===== src/hw/fetch_predict_pkg.sv =====
package fetch_predict_pkg;

    // Address geometry.
    localparam int ADDR_BITS = 32;
    localparam int OFFSET_BITS = 2;
    localparam int INSTR_BYTES = 4;

    // Default set-index width, overridden per instance through INDEX_BITS.
    localparam int INDEX_BITS_DEFAULT = 10;

    // Tag always sits above the default index, whatever the array depth.
    localparam int TAG_BITS = ADDR_BITS - INDEX_BITS_DEFAULT - OFFSET_BITS;

    typedef logic [ADDR_BITS-1:0] addr_t;
    typedef logic [TAG_BITS-1:0] tag_t;

    // First fetch address after reset.
    localparam addr_t RESET_PC = 32'h0000_1000;

    // Prediction returned by the BTB one cycle after a lookup.
    typedef struct packed {
        logic  hit;
        addr_t target;
        logic  way;
    } pred_t;

    // One executed branch, with the prediction that travelled along with it.
    typedef struct packed {
        logic  valid;
        addr_t pc;
        logic  taken;
        addr_t target;
        pred_t pred;
    } resolve_t;

    // BTB write or invalidate command from the resolution unit.
    typedef struct packed {
        logic  write;
        logic  invalidate;
        addr_t pc;
        addr_t target;
        logic  way_hint;
        // Hinted way holds this branch and gets overwritten, not filled.
        logic  hinted;
    } btb_update_t;

    // Fetch PC generator states.
    typedef enum logic {
        FETCH_RESET,
        FETCH_RUN
    } fetch_state_t;

    // Tag field of an instruction address.
    function automatic tag_t addr_tag(addr_t addr);
        return addr[ADDR_BITS-1 -: TAG_BITS];
    endfunction

endpackage


===== src/hw/fetch_pc.sv =====
module fetch_pc (
    input  logic                     CLK,
    input  logic                     reset,
    input  fetch_predict_pkg::pred_t prediction,
    input  logic                     redirect,
    input  fetch_predict_pkg::addr_t redirect_target,
    output fetch_predict_pkg::addr_t pc
);
    import fetch_predict_pkg::*;

    fetch_state_t state_q;
    fetch_state_t state_next;
    addr_t        pc_q;
    addr_t        pc_next;

    always_comb begin
        case (state_q)
            FETCH_RESET: state_next = FETCH_RUN;
            FETCH_RUN:   state_next = FETCH_RUN;
            default:     state_next = FETCH_RESET;
        endcase
    end

    always_ff @(posedge CLK) begin
        if (reset) begin
            state_q <= FETCH_RESET;
        end else begin
            state_q <= state_next;
        end
    end

    // Boot address shows until the machine starts running.
    assign pc = (state_q == FETCH_RESET) ? RESET_PC : pc_q;

    // Redirect beats prediction beats sequential.
    always_comb begin
        if (redirect) begin
            pc_next = redirect_target;
        end else if (prediction.hit) begin
            pc_next = prediction.target;
        end else begin
            pc_next = pc + addr_t'(INSTR_BYTES);
        end
    end

    always_ff @(posedge CLK) begin
        pc_q <= pc_next;
    end

    // Redirect and BTB targets must both keep fetch word aligned.
    a_pc_aligned: assert property (
        @(posedge CLK) disable iff (reset)
        pc[OFFSET_BITS-1:0] == '0
    );

endmodule


===== config.mk =====
export PLATFORM = sky130hd
export DESIGN_NAME = fetch_pc
export DESIGN_NICKNAME = d
export VERILOG_FILES = /design/src/hw/fetch_predict_pkg.sv /design/src/hw/fetch_pc.sv
export SDC_FILE = /design/constraint.sdc
export NUM_CORES = 1
export LEC_CHECK = 0
export BUFFER_PORTS_ARGS = -buffer_cell sky130_fd_sc_hd__buf_2
export CAP_MARGIN = 5
export CORE_ASPECT_RATIO = 0.5
export CORE_MARGIN = 2
export CORE_UTILIZATION = 35
export CTS_CLUSTER_DIAMETER = 40
export DETAILED_ROUTE_END_ITERATION = 8
export SLEW_MARGIN = 10
export SYNTH_ARGS = -nofsm -noshare
export SYNTH_HDL_FRONTEND = slang
export SYNTH_SLANG_ARGS = --single-unit

===== constraint.sdc =====
create_clock -name CLK -period 6.8 [get_ports CLK]
set_clock_uncertainty 0.1 [all_clocks]
set_input_delay 1.02 -clock CLK [delete_from_list [all_inputs] [get_ports CLK]]
set_output_delay 1.02 -clock CLK [all_outputs]
set_load 0.005 [all_outputs]

# == After elaboration in Yosys (flattened, before gate mapping) ==
# Index checks and enable logic that the tools add are counted.
# word_totals
ff_bits,33
input_bits,69
# op_classes
muxes,4
addsub,1
# ops
op,count
2-to-1 mux 32 bit,3
"adder 32 x 3 -> 32 bit, second input constant",1
2-to-1 mux 1 bit,1

# == Logic depth before layout (Yosys ltp) ==
# logic_depth
ltp_word,4
depth_mapped,11
depth_no_buf,8

# == Worst setup path after synthesis ==
# No wires, ideal clock.
# synth_timing
kind,register to register
start,register state_q
end,register pc_q[24]
slack_ns,4.206
stages_incl_launch_ff,11
required_ns,6.578
t_arrival_ns,2.372
n_path_buf,3
period_less_slack_ns,2.594
cell_sequence,dfxtp_1 -> clkbuf_2 -> clkbuf_1 -> clkbuf_1 -> and2_1 -> ha_1 -> and4_1 -> nand2_1 -> nor4_1 -> mux2i_1 -> a221o_1
# synth_between
elab_chain_len,4
# synth_rtl
item,line,rtl
from (decl),fetch_pc.sv:11,fetch_state_t state_q;
from (signal assigned),fetch_pc.sv:28,state_q <= state_next;
2-to-1 mux 32 bit,fetch_pc.sv:33,assign pc = (state_q == FETCH_RESET) ? RESET_PC : pc_q;
net pc[3],fetch_pc.sv:7,output fetch_predict_pkg::addr_t pc
adder 32 x 3 -> 32 bit,fetch_pc.sv:42,pc_next = pc + addr_t'(INSTR_BYTES);
2-to-1 mux 32 bit,fetch_pc.sv:39,end else if (prediction.hit) begin
2-to-1 mux 32 bit,fetch_pc.sv:37,if (redirect) begin
net pc_next[24],fetch_pc.sv:14,addr_t pc_next;
to (signal assigned),fetch_pc.sv:47,pc_q <= pc_next;
to (decl),fetch_pc.sv:13,addr_t pc_q;
# The timed path passes the listed nets, and every way through them passes these cells.

# == Final worst setup path ==
# layout_timing
start,input redirect
end,register pc_q[31]
# layout_between
elab_chain_len,1
# layout_rtl
item,line,rtl
from (decl),fetch_pc.sv:5,"input logic redirect,"
2-to-1 mux 32 bit,fetch_pc.sv:37,
net pc_next[31],fetch_pc.sv:14,
# The timed path passes the listed nets, and every way through them passes these cells.

==> results by group <==
STA
  – Maximum operating frequency: 0.388 GHz
  – Period utilisation layout: 0.379
  – Endpoints failing hold: 0
  – Number of failing setup endpoints in the final timing report: 0
  – Worst slew margin: 0.456
  – Number of slew-limit violations in the final report: 0
  – Unrepaired setup endpoints after global routing: no
  – Transition time of the tightest slew-check pin: 816 ps
  – Sum of negative setup slack: 0 ps
  – Setup ws final: 4220 ps
  – Final min period: 2580 ps

Outcome
  – Status: completed

Critical path
  – Largest driver fanout on the critical path: 49
  – Endpoint class of the critical path: flip-flop
  – Signal arrival time at the worst endpoint: 2700 ps
  – Data required time of the critical path: 6920 ps
  – Critical path class: primary input to flip-flop
  – Worst Setup Start Kind: primary input

Global routing
  – GR Util All Layers: 0.188
  – Number of global-route vias before repair: 2157
  – Initial antenna violation count: 0
  – Global-route wire length before repair: 9990 um
  – Overflow left after global routing: 0
  – Maximum number of pins on one net before global-route repair: 50

Clocking
  – Total clock buffers created by CTS: 5
  – Number of clock sinks: 33
  – Hold bufs inserted after CTS: 0
  – Root buf cell: sky130_fd_sc_hd__clkbuf_16
  – Post-CTS setup buffer count: 0
  – Clock tree from TritonCTS: yes
  – Resize count post-CTS: 0
  – H-tree depth: 2
  – Clock Path Buffers: 2
  – Post-CTS clock slew at the launch and capture registers of the worst setup and hold paths: 50 ps
  – Clock latency at the later pin of the worst-skew pair: 280 ps

Placement
  – Cell Count Post-Placement: 438
  – RD Place Congestion: 0.853
  – Setup slack at placement: 3920 ps
  – Half-perimeter wire length after detailed placement: 4690 um
  – Count of input and output buffers: 99
  – Placed instance area: 2660 um^2

Logic synthesis
  – Synthesis Warnings: 0
  – Syn_area_per_cell: 7.69 um^2
  – Seq/Total Area, Yosys: 0.310
  – Most used flip-flop cell after synthesis: sky130_fd_sc_hd__dfxtp_1
  – Number of synthesized register bits: 33
  – Number of distinct library cells after synthesis: 38
  – Post-synthesis instance area: 2130 um^2
  – Async set-or-reset flop fraction in the synthesized netlist: 0
  – Post-synthesis net count: 347
  – Cell count after synthesis: 277
  – Number of synthesized flops with an enable pin: 0

Route
  – Total Wirelength: 6290 um
  – Vias: 2319
  – WL per Instance: 14.1 um
  – Ratio of routed vias to standard cells: 5.21
  – Detailed Routing Iterations Pass 1: 4
  – Number of DRC markers in iteration 0: 143
  – Antenna-violating nets left: 0
  – Number of DRC violations after detailed routing: 0

Pwr
  – Internal power: 0.000407 W
  – Worst IR Drop VDD: 0.0000809 V
  – Reg power frac: 0.413
  – Share of total power in the clock network: 0.402
  – Share of total power consumed by net switching: 0.262
  – Leakage power of the design: 1.28 nW
  – Switching component of the power: 0.000144 W
  – Pwr dens: 196 nW/um^2
  – Share of power burned in combinational logic: 0.185

Job
  – Total of max-cap violations: 0

Layout
  – Fraction of layout instances using a drive strength above 1: 0.313
  – Multi-input gate area: 1340 um^2
  – Number of inserted diodes: 0
  – Total number of nets in the final design: 438
  – Filler cells: 624
  – Total non-filler cell area in the finished layout: 2810 um^2
  – Combined flip-flop and latch cell area: 661 um^2
  – Count of placed standard cells in the final layout, fillers left out: 445
  – Area added between synthesis and finish: 31.8%

Die
  – Std cell rows: 20
  – Die footprint: 6760 um^2
  – Number of placed I/O pins: 101
  – Chip Width: 114 um
  – Area of the core region: 5980 um^2
  – Effective utilization at floorplan: 0.356
  – Die Y: 59.2 um

Worst hold path
  – Type of the most critical hold path: flip-flop to flip-flop
per-layer routing:
metal | track usage | vias up | wire length (um)
li1 | - | 1165 | -
met1 | 0.245 | 1085 | 2960
met2 | 0.313 | 62 | 2880
met3 | 0.0552 | 7 | 393
met4 | 0.0453 | 0 | 53
met5 | 0 | - | 0
placed cells by master (no fill, tap or decap), types with 2 or more instances in the layout:
cell type	count
sky130_fd_sc_hd__a21oi_1	6
sky130_fd_sc_hd__a221o_1	3
sky130_fd_sc_hd__a222oi_1	2
sky130_fd_sc_hd__a22oi_1	18
sky130_fd_sc_hd__and2_1	23
sky130_fd_sc_hd__and3_1	5
sky130_fd_sc_hd__and4_1	2
sky130_fd_sc_hd__and4_2	2
sky130_fd_sc_hd__buf_2	99
sky130_fd_sc_hd__buf_4	2
sky130_fd_sc_hd__clkbuf_16	5
sky130_fd_sc_hd__dfxtp_1	33
sky130_fd_sc_hd__inv_1	15
sky130_fd_sc_hd__mux2i_1	9
sky130_fd_sc_hd__nand2_1	33
sky130_fd_sc_hd__nand2b_1	3
sky130_fd_sc_hd__nand3_1	12
sky130_fd_sc_hd__nand4_1	11
sky130_fd_sc_hd__nor2_1	8
sky130_fd_sc_hd__nor2b_1	2
sky130_fd_sc_hd__nor3_1	3
sky130_fd_sc_hd__nor4_1	11
sky130_fd_sc_hd__o21ai_0	23
sky130_fd_sc_hd__or2_2	2
sky130_fd_sc_hd__xnor2_1	18
sky130_fd_sc_hd__xor2_1	5
sequential cells by signal, summed over array words and instances (netlist names):
name	flops
pc_q	32
state_q	1
final timing paths:
| kind | startpoint | endpoint | slack, ps | depth (start not counted) |
|---|---|---|---|---|
| worst max-delay path | redirect | pc_q[31] | 4220 | 5 |
| worst min-delay path | pc_q[29] | pc_q[31] | 520 | 3 |
| worst max register to register | state_q | pc_q[24] | 4290 | 8 |
| worst min register to register | pc_q[29] | pc_q[31] | 520 | 3 |
power by group through the flow:
stage	clock network [W]	registers, W	logic, W
finish	0.000222	0.000227	0.000102
floorplan	0	0.000225	0.0000618
detailed placement	0	0.000231	0.000103
CTS	0.000226	0.000227	0.000103
global placement	0	0.000230	0.000100
global route	0.000235	0.000230	0.000115
synth_stat cells, types with 9 or more instances:
| master | n | area [um^2] |
|---|---|---|
| sky130_fd_sc_hd__xnor2_1 | 18 | 158 |
| sky130_fd_sc_hd__mux2i_1 | 9 | 90.1 |
| sky130_fd_sc_hd__clkbuf_1 | 13 | 48.8 |
| sky130_fd_sc_hd__nand4_1 | 11 | 68.8 |
| sky130_fd_sc_hd__nand2_1 | 33 | 124 |
| sky130_fd_sc_hd__nor4_1 | 11 | 68.8 |
| sky130_fd_sc_hd__a22oi_1 | 18 | 135 |
| sky130_fd_sc_hd__inv_1 | 15 | 56.3 |
| sky130_fd_sc_hd__dfxtp_1 | 33 | 661 |
| sky130_fd_sc_hd__o21ai_0 | 23 | 115 |
| sky130_fd_sc_hd__nand3_1 | 12 | 60.1 |
| sky130_fd_sc_hd__and2_1 | 23 | 144 |
cell families after synthesis:
family	count (synthesis)	share of synthesized area
AO/OA/AOI/OAI	55	0.166
XOR/XNOR	23	0.0946
adder cells (fa/ha/maj)	1	0.00587
buffers and inverters	32	0.0605
flip-flops	33	0.310
multiplexers	10	0.0476
AND/OR/NAND/NOR	123	0.315
per-stage QoR:
| step | total power [W] | util | hold WS (ps) |
|---|---|---|---|
| 3_5_place_dp | 0.000333 | 0.445 | 497 |
| 4_1_cts | 0.000557 | 0.469 | 510 |
| 2_1_floorplan | 0.000287 | - | 446 |
| 6_report | 0.000551 | 0.469 | 518 |
| 5_1_grt | 0.000580 | 0.469 | 543 |
| 3_3_place_gp | 0.000330 | 0.445 | 483 |
worst max-delay path, cell delays in order:
cell and delay, ps:
sky130_fd_sc_hd__buf_2 360, sky130_fd_sc_hd__nor2_1 690, sky130_fd_sc_hd__nand2_1 110, sky130_fd_sc_hd__or4_1 420, sky130_fd_sc_hd__nand3_1 90
area by class of cell:
| class | count | share of cell area |
|---|---|---|
| Sequential cell | 33 | 0.235 |
| Clock buffer | 7 | 0.0508 |
| Inverter | 15 | 0.0201 |
| Timing Repair Buffer | 101 | 0.182 |
| Multi-Input combinational cell | 212 | 0.477 |
| Tap cell | 77 | 0.0343 |
Note: power is estimated with default switching activity, not from simulation.
