$ cat config.mk
export PLATFORM = sky130hd
export DESIGN_NAME = branch_resolve
export DESIGN_NICKNAME = d
export VERILOG_FILES = /design/src/hw/fetch_predict_pkg.sv /design/src/hw/branch_resolve.sv
export SDC_FILE = /design/constraint.sdc
export NUM_CORES = 1
export LEC_CHECK = 0
export ABC_AREA = 1
export BUFFER_PORTS_ARGS = -buffer_cell sky130_fd_sc_hd__buf_2
export CORE_MARGIN = 5
export CORE_UTILIZATION = 35
export DETAILED_ROUTE_END_ITERATION = 12
export PLACE_DENSITY_LB_ADDON = 0.1
export SLEW_MARGIN = 10
export SYNTH_ARGS = -nofsm -noshare
export SYNTH_HDL_FRONTEND = slang
export SYNTH_SLANG_ARGS = --single-unit
$ cat constraint.sdc
create_clock -name vclk -period 1.55
set_input_delay 0.155 -clock vclk [all_inputs]
set_output_delay 0.155 -clock vclk [all_outputs]
set_load 0.03 [all_outputs]
$ cat src/hw/fetch_predict_pkg.sv
package fetch_predict_pkg;

    // Address geometry.
    localparam int ADDR_BITS = 32;
    localparam int OFFSET_BITS = 2;
    localparam int INSTR_BYTES = 4;

    // Default set-index width, overridden per instance through INDEX_BITS.
    localparam int INDEX_BITS_DEFAULT = 10;

    // Tag always sits above the default index, whatever the array depth.
    localparam int TAG_BITS = ADDR_BITS - INDEX_BITS_DEFAULT - OFFSET_BITS;

    typedef logic [ADDR_BITS-1:0] addr_t;
    typedef logic [TAG_BITS-1:0] tag_t;

    // First fetch address after reset.
    localparam addr_t RESET_PC = 32'h0000_1000;

    // Prediction returned by the BTB one cycle after a lookup.
    typedef struct packed {
        logic  hit;
        addr_t target;
        logic  way;
    } pred_t;

    // One executed branch, with the prediction that travelled along with it.
    typedef struct packed {
        logic  valid;
        addr_t pc;
        logic  taken;
        addr_t target;
        pred_t pred;
    } resolve_t;

    // BTB write or invalidate command from the resolution unit.
    typedef struct packed {
        logic  write;
        logic  invalidate;
        addr_t pc;
        addr_t target;
        logic  way_hint;
        // Hinted way holds this branch and gets overwritten, not filled.
        logic  hinted;
    } btb_update_t;

    // Fetch PC generator states.
    typedef enum logic {
        FETCH_RESET,
        FETCH_RUN
    } fetch_state_t;

    // Tag field of an instruction address.
    function automatic tag_t addr_tag(addr_t addr);
        return addr[ADDR_BITS-1 -: TAG_BITS];
    endfunction

endpackage

$ cat src/hw/branch_resolve.sv
module branch_resolve (
    input  fetch_predict_pkg::resolve_t    resolve,
    output logic                           redirect,
    output fetch_predict_pkg::addr_t       redirect_target,
    output fetch_predict_pkg::btb_update_t update
);
    import fetch_predict_pkg::*;

    logic  pred_hit;
    logic  wrong_target;
    logic  taken_miss;
    logic  not_taken_hit;
    logic  mispredict;
    addr_t fall_through;

    assign pred_hit     = resolve.pred.hit;
    assign fall_through = resolve.pc + addr_t'(INSTR_BYTES);

    // Predicted taken, but to the wrong place.
    assign wrong_target = pred_hit && (resolve.pred.target != resolve.target);

    // Taken with no prediction at all, or with a stale target.
    assign taken_miss = resolve.taken && (!pred_hit || wrong_target);

    // Predicted taken, fell through.
    assign not_taken_hit = !resolve.taken && pred_hit;

    assign mispredict = taken_miss || not_taken_hit;

    assign redirect        = resolve.valid && mispredict;
    assign redirect_target = resolve.taken ? resolve.target : fall_through;

    always_comb begin
        update.write      = resolve.valid && taken_miss;
        update.invalidate = resolve.valid && not_taken_hit;
        update.pc         = resolve.pc;
        update.target     = resolve.target;
        // The predicting way is the one to overwrite or drop.
        update.way_hint   = resolve.pred.way;
        update.hinted     = pred_hit;
    end

endmodule

Yosys cells after proc, flatten, opt, wreduce, memory -nomap -nowiden
Index checks and enable logic that the tools add are counted.
Word-level totals
  output and inout bits: 101
  input bits: 100
  flip-flop bits (word level): 0
  logic and storage cells: 13
Cells by class
  reductions and logical operators: 10
  equality and inequality tests: 1
  muxes and demuxes: 1
  $add $sub $neg: 1
Operator list (number)
  $add 32x3->32 const B: 1
  $mux 32: 1
  $ne 32x32->1: 1
  $logic_and 1x1->1: 6
  $logic_not 1->1: 2
  $logic_or 1x1->1: 2

Depth between registers and ports, before layout
Gate-level depths: netlist of run 1.
  depth in word-level cells: 6
  mapped depth: 11
  gate-level depth less buffers: 11

Worst setup path after synthesis of run 1
OpenSTA, ideal clock, no wires.
  path kind: in2out
  start: input port resolve[69] (netlist bit)
  end: output port redirect_target[18]
  stages on the path: 8
  data arrival time: 1.427 ns
  required time: 1.395 ns
  setup slack: -0.032 ns
  cell sequence: ha_1 > nand2_2 > nor2_4 > nand4_4 > inv_2 > nand2_1 > xor2_1 > o21ai_1
On the way
  word-level cells in the longest chain between the ends: 2
Ends and longest elaborated chain
  from (decl): RTL line branch_resolve.sv:2  | input fetch_predict_pkg::resolve_t resolve,
  $add 32x3->32: RTL line branch_resolve.sv:17  | assign fall_through = resolve.pc + addr_t'(INSTR_BYTES);
  $mux 32: RTL line branch_resolve.sv:31  | assign redirect_target = resolve.taken ? resolve.target : fall_through;
  to (decl): RTL line branch_resolve.sv:4  | output fetch_predict_pkg::addr_t redirect_target,
Every way passes these cells.

Final worst setup path of run 1
  start: input port resolve[70] (netlist bit)
  end: output port redirect_target[12]
The elaborated chain is that of the path after synthesis.

==> flow_summary_export.csv, run 1 <==
group,metric,value,unit
route,wl_met1,4.32,mm
sta,fmax,648,MHz
layout,final_cells,731,
sta,worstMarginPinSlew,0.301,ns
global_routing,grt_overflow_total,0,
worst_setup_path,end_kind,"primary output",
layout,nFlopsAndLatches,0,
sta,finalSetupViolCount,0,
worst_setup_path,worstPathRequired,1.39,ns
floorplanning,num_rows,29,
power,ir_worst_vdd,0.000192,V
route,drc_errors,0,
route,vias,3402,
sta,relSlewSlack,79.9,%
route,wl_met3,705,µm
layout,syn_to_final_growth,55.4,%
min_path,holdCritPathClass,"in2out",
layout,diodes,0,
placement,place_inst,727,
placement,dp.final_hpwl,8.85,mm
layout,clock_buffer_count,0,
synth,syn_area_per_cell,4.90,µm²
layout,seq_area,0,µm²
power,p_per_area,329,nW/µm²
floorplanning,fp.dieArea,8420,µm²
power,power,0.00120,W
route,drtPass1Iterations,4,
layout,final.fill_count,731,
worst_setup_path,critPathKind,"in2out",
sta,min_period,1.54,ns
floorplanning,die_y,91.7,µm
floorplanning,io_pins,201,
sta,tns,0,ns
global_routing,grt_max_degree,23,
sta,hold_ws,0.310,ns
synth,yosysSeqAreaShare,0,%
worst_setup_path,crit_fanout,6,
global_routing,antenna_found_initial,0,
route,met2WireLength,5.10,mm
global_routing,grt_pass1_vias,3223,
route,avgViaCountPerCell,4.65,
sta,finalMaxSlewViolations,0,
synth,synth_nets,578,
floorplanning,start_util,36.4,%
synth,synth_area,2340,µm²
global_routing,grt_pass1_wl,15.2,mm
synth,synthCells,477,
floorplanning,coreArea,6420,µm²
layout,nNetsFinal,757,
min_path,min_delay_path_depth,0,
sta,rsz0062_at_grt,"yes",
placement,gp_congestion,0.922,
power,power_leakage,2.20,nW
sta,period_share,99.6,%
route,highest_layer,"met4",
synth,ys_types,31,
worst_setup_path,crit_arrival,1.39,ns
run,maxCapViolCount,0,
global_routing,grt.total_usage,21.8,%
sta,hold_violations,0,
route,ant_nets,0,
route,wirelength,10.3,mm
outcome,outcome,"completed",
worst_setup_path,start_kind,"input pin",
route,drtIter0Drc,94,
min_path,min_from,"resolve[0]",
clocking,hold_buffers,0,
layout,drive_above_1_share,48.0,%
floorplanning,fp.dieW,91.7,µm
route,wl_per_cell,14.1,µm
min_path,hold_path_end,"update[1]",
placement,portBuffers,199,
layout,final_util,56.6,%
synth,synth-warning-count,0,
[synthesized netlist by cell type (5+ instances only)]
cell,count,area share (%)
nand3_1,16,3.4
nand2_1,179,29
nor2_1,43,6.9
xor2_1,6,2.2
nand3b_1,6,1.9
buf_4,66,21
inv_1,79,13
xnor2_1,10,3.7
nand4_1,11,2.9
o21ai_0,18,3.9
a31oi_1,5,1.3
[logic make-up (layout without fill, tap and decap cells)]
kind of cell    Yosys count  in the layout  synth area share (%)
xor+xnor                 16             16                  5.99
fa+ha+maj                 1              1                 0.535
compound gates           36             36                  8.56
simple gates            271            271                  49.7
buf+inv                 153            330                  35.2
[layer usage]
metal,GRT usage [%],up-vias
li1,-,1743
met5,0,-
met3,2.45,13
met4,2.48,0
met1,26.7,1512
met2,41.7,134
[final cells by class]
type	count	area [µm²]	share of cell area, %
repair buffers	250	1480	40.8
inverters	80	305	8.40
multi-input cells	324	1750	48.1
well taps	77	96.3	2.65
[power by group]
part / switching [W] / internal (W) / leakage [nW]
logic: 0.000772 / 0.000425 / 2.20
clock network: 0 / 0 / 0
registers: 0 / 0 / 0
total: 0.000772 / 0.000425 / 2.20
[critical path: stages]
cell	delay, ns
buf_8	0.08
ha_4	0.14
nand2_4	0.05
nor2_4	0.13
nand4_4	0.18
nor2_4	0.18
xnor2_1	0.07
o21ai_1	0.20
buf_4	0.21
[placed cells by master (no fill, tap or decap), types with 6 or more instances in the layout]
cell type / count
buf_2: 172
nand2_1: 164
inv_1: 74
buf_4: 66
nor2_1: 24
nor2_2: 16
o21ai_0: 13
nand2_2: 11
nand4_1: 11
nor2_4: 10
nand3_1: 10
xnor2_1: 10
o21ai_1: 8
buf_6: 8
nand3b_1: 6
xor2_1: 6
[worst max path at each step]
stage | slack, ns | cells after the start | to | startpoint
global placement | -0.10 | 11 | redirect_target[28] | resolve[69]
CTS | -0.05 | 11 | redirect_target[22] | resolve[70]
detailed placement | -0.13 | 11 | redirect_target[22] | resolve[69]
finish | 0.007 | 9 | redirect_target[12] | resolve[70]
global route | -0.09 | 11 | redirect_target[28] | resolve[72]
floorplan | 0.006 | 7 | redirect_target[16] | resolve[69]
[timing repair]
item	4_1_cts	5_1_grt
setup endpoints to repair	19	25
buffers inserted	0	4
gates cloned	0	0
pin swaps	11	22
resized for setup	38	75
[per-stage QoR]
step                      instance area, µm²  setup WS, ns
final                                   3630       0.00671
after global routing                    3630       -0.0916
after detailed placement                3260        -0.132
after CTS                               3400       -0.0487
after floorplan                         2340       0.00621
after global placement                  3260        -0.102
Note: power is estimated with default switching activity, not from simulation.
==> run 2, diff against run 1 <==
--- a/config.mk
+++ b/config.mk
@@ -5,10 +5,9 @@
 export SDC_FILE = /design/constraint.sdc
 export NUM_CORES = 1
 export LEC_CHECK = 0
-export ABC_AREA = 1
 export BUFFER_PORTS_ARGS = -buffer_cell sky130_fd_sc_hd__buf_2
 export CORE_MARGIN = 5
-export CORE_UTILIZATION = 35
+export CORE_UTILIZATION = 37
 export DETAILED_ROUTE_END_ITERATION = 12
 export PLACE_DENSITY_LB_ADDON = 0.1
 export SLEW_MARGIN = 10
==> run 2 against run 1 <==
- the flow now finishes with violations (setup timing)
- routed wire length is 25% lower
- sequential share of layout area unchanged
- combinational power barely moved
- largest power group unchanged
- highest routed layer unchanged
==> flow_summary_export.csv, run 2 <==
group,metric,value,unit
outcome,outcome,"complete, but fails checks",
outcome,violations,"setup timing",
placement,gp_congestion,0.816,
worst_setup_path,crit_family,"buffers and inverters",
power,p_per_area,352,nW/µm²
worst_setup_path,cpMostUsedCell,"buf_6",
placement,place_ws,-0.366,ns
synth,yosysSeqAreaShare,0,%
power,power_leakage,1.74,nW
worst_setup_path,end_kind,"primary output",
worst_setup_path,crit_chain,"buf_8, nand4_4, buf_4, nor4_4, buf_6, nand3_4, xnor2_2, mux2_4, buf_6",
sta,period_share,109,%
worst_setup_path,start_kind,"input pin",
min_path,min_from,"resolve[0]",
synth,synth_top_area_cell,"buf_4",
sta,finalSetupViolCount,16,
synth,muxShareOfSynthArea,2.46,%
layout,final_cell_mix,"159 x buf_2, 62 x buf_4, 44 x xor2_1, 37 x nand2_1, 32 x buf_6",
layout,final_cells,520,
power,ir_worst_vdd,0.000224,V
synth,synth_compound_area_share,9.69,%
placement,place_inst,516,
floorplanning,die_y,80.4,µm
synth,synth-warning-count,0,
floorplanning,num_rows,25,
global_routing,grt_overflow_total,0,
route,wl_per_cell,15.0,µm
synth,synth_nets,367,
synth,ys_types,30,
min_path,holdCritPathClass,"in2out",
layout,diodes,0,
sta,hold_violations,0,
floorplanning,fp.dieW,80.4,µm
route,wirelength,7.78,mm
layout,seq_area,0,µm²
global_routing,grt_pass1_wl,11.4,mm
layout,final_cell_area,3420,µm²
global_routing,grt_pass1_vias,2449,
floorplanning,fp.dieArea,6460,µm²
worst_setup_path,crit_fanout,7,
synth,synth_most_common_cell,"buf_4",
layout,nNetsFinal,556,
route,avgViaCountPerCell,4.65,
worst_setup_path,critPathKind,"in2out",
sta,tns,-0.802,ns
layout,final_common_cell,"buf_2",
layout,syn_to_final_growth,86.7,%
placement,dp.final_hpwl,6.49,mm
sta,final.setup.worst_slack,-0.138,ns
worst_setup_path,slowest_stage,"mux2_4",
synth,synth_area,1830,µm²
placement,portBuffers,199,
synth,synth_top_cell_area_share,27.0,%
worst_setup_path,worstPathRequired,1.39,ns
synth,syn_area_per_cell,6.89,µm²
route,drtIter0Drc,29,
worst_setup_path,crit_arrival,1.53,ns
synth,synthTopCellsByArea,"buf_4 27%, xor2_1 22%, nand2_1 8.2%, xnor2_1 5.3%, o21ai_0 4.6%",
sta,relSlewSlack,78.3,%
sta,worstMarginPinSlew,0.326,ns
worst_setup_path,worst-path-buf-inv,4,
global_routing,antenna_found_initial,0,
synth,yosys-top-cells-count,"66 x buf_4, 47 x xor2_1, 40 x nand2_1",
sta,fmax,592,MHz
layout,drive_above_1_share,70.4,%
synth,synth_top_family_by_area,"simple AND/OR/NAND/NOR gates",
worst_setup_path,max_stage_delay,0.28,ns
route,vias,2418,
floorplanning,coreArea,4750,µm²
layout,final.fill_count,414,
route,ant_nets,0,
sta,min_period,1.69,ns
route,drc_errors,0,
route,drtPass1Iterations,4,
sta,rsz0062_at_grt,"yes",
worst_setup_path,cp-startpoint,"resolve[73]",
floorplanning,io_pins,201,
layout,clock_buffer_count,0,
layout,nFlopsAndLatches,0,
clocking,hold_buffers,0,
global_routing,grt_max_degree,20,
synth,synthCells,266,
floorplanning,start_util,38.6,%
synth,synthAdderAreaFrac,0.683,%
layout,final_util,72.0,%
sta,finalMaxSlewViolations,0,
synth,synth_xor_area_share,27.7,%
run,maxCapViolCount,0,
global_routing,grt.total_usage,21.7,%
placement,place_area,2890,µm²
synth,synth_simple_gate_area_share,30.2,%
-- run 2: cell types whose count changed in the layout (fill, tap and decap cells not counted), moves of 10 or more --
| cell | before | now |
|---|---|---|
| nand2_2 | 11 | 1 |
| buf_6 | 8 | 32 |
| nand2_1 | 164 | 37 |
| nor2_1 | 24 | 5 |
| inv_1 | 74 | 0 |
| xor2_1 | 6 | 44 |
| nor2_2 | 16 | 1 |
| o21ai_2 | 2 | 15 |
| buf_2 | 172 | 159 |
-- run 2: cell type report --
| cell class | count | area, µm² | share of cell area (%) |
|---|---|---|---|
| Multi-Input combinational cell | 191 | 1590 | 46.5 |
| Tap cell | 67 | 83.8 | 2.45 |
| Inverter | 1 | 3.75 | 0.110 |
| Timing Repair Buffer | 261 | 1740 | 51.0 |
-- run 2: cell families after synthesis --
| kind of cell | Yosys count |
|---|---|
| compound gates | 33 |
| xor+xnor | 58 |
| fa+ha+maj | 1 |
| buf+inv | 75 |
| mux | 4 |
| simple gates | 95 |
-- run 2: timing repair --
action,in CTS,in global routing
endpoints found under the hold margin,0,0
gates resized for setup,84,38
endpoints found under the setup margin,25,25
gates cloned,0,0
setup buffers,2,2
pin swaps,21,18
-- run 2: through the flow --
stage                     total power, W  hold slack (ns)
after floorplan                 0.000688            0.442
after global placement           0.00106            0.310
after detailed placement         0.00106            0.310
after CTS                        0.00116            0.310
after global routing             0.00128            0.310
final                            0.00120            0.310
-- run 2: final timing paths --
check                        endpoint  slack [ns]  depth (start not counted)
hold / removal              update[1]        0.31                          0
setup / recovery  redirect_target[21]       -0.14                          9
-- run 2: power breakdown --
group	leakage [nW]	switching, W	internal, W	total, W
combinational	1.74	0.000710	0.000494	0.00120
sequential	0	0	0	0
clock	0	0	0	0
-- run 2: per-layer routing --
layer / routed length, µm / vias to the layer above / share of wire, % / GRT usage [%]
met5: 0 / - / 0 / 0
met1: 2780 / 1097 / 36 / 25.2
met2: 4220 / 110 / 54 / 42.3
li1: - / 1209 / - / -
met4: 7 / 0 / 0.090 / 1.35
met3: 768 / 2 / 9.9 / 4.04
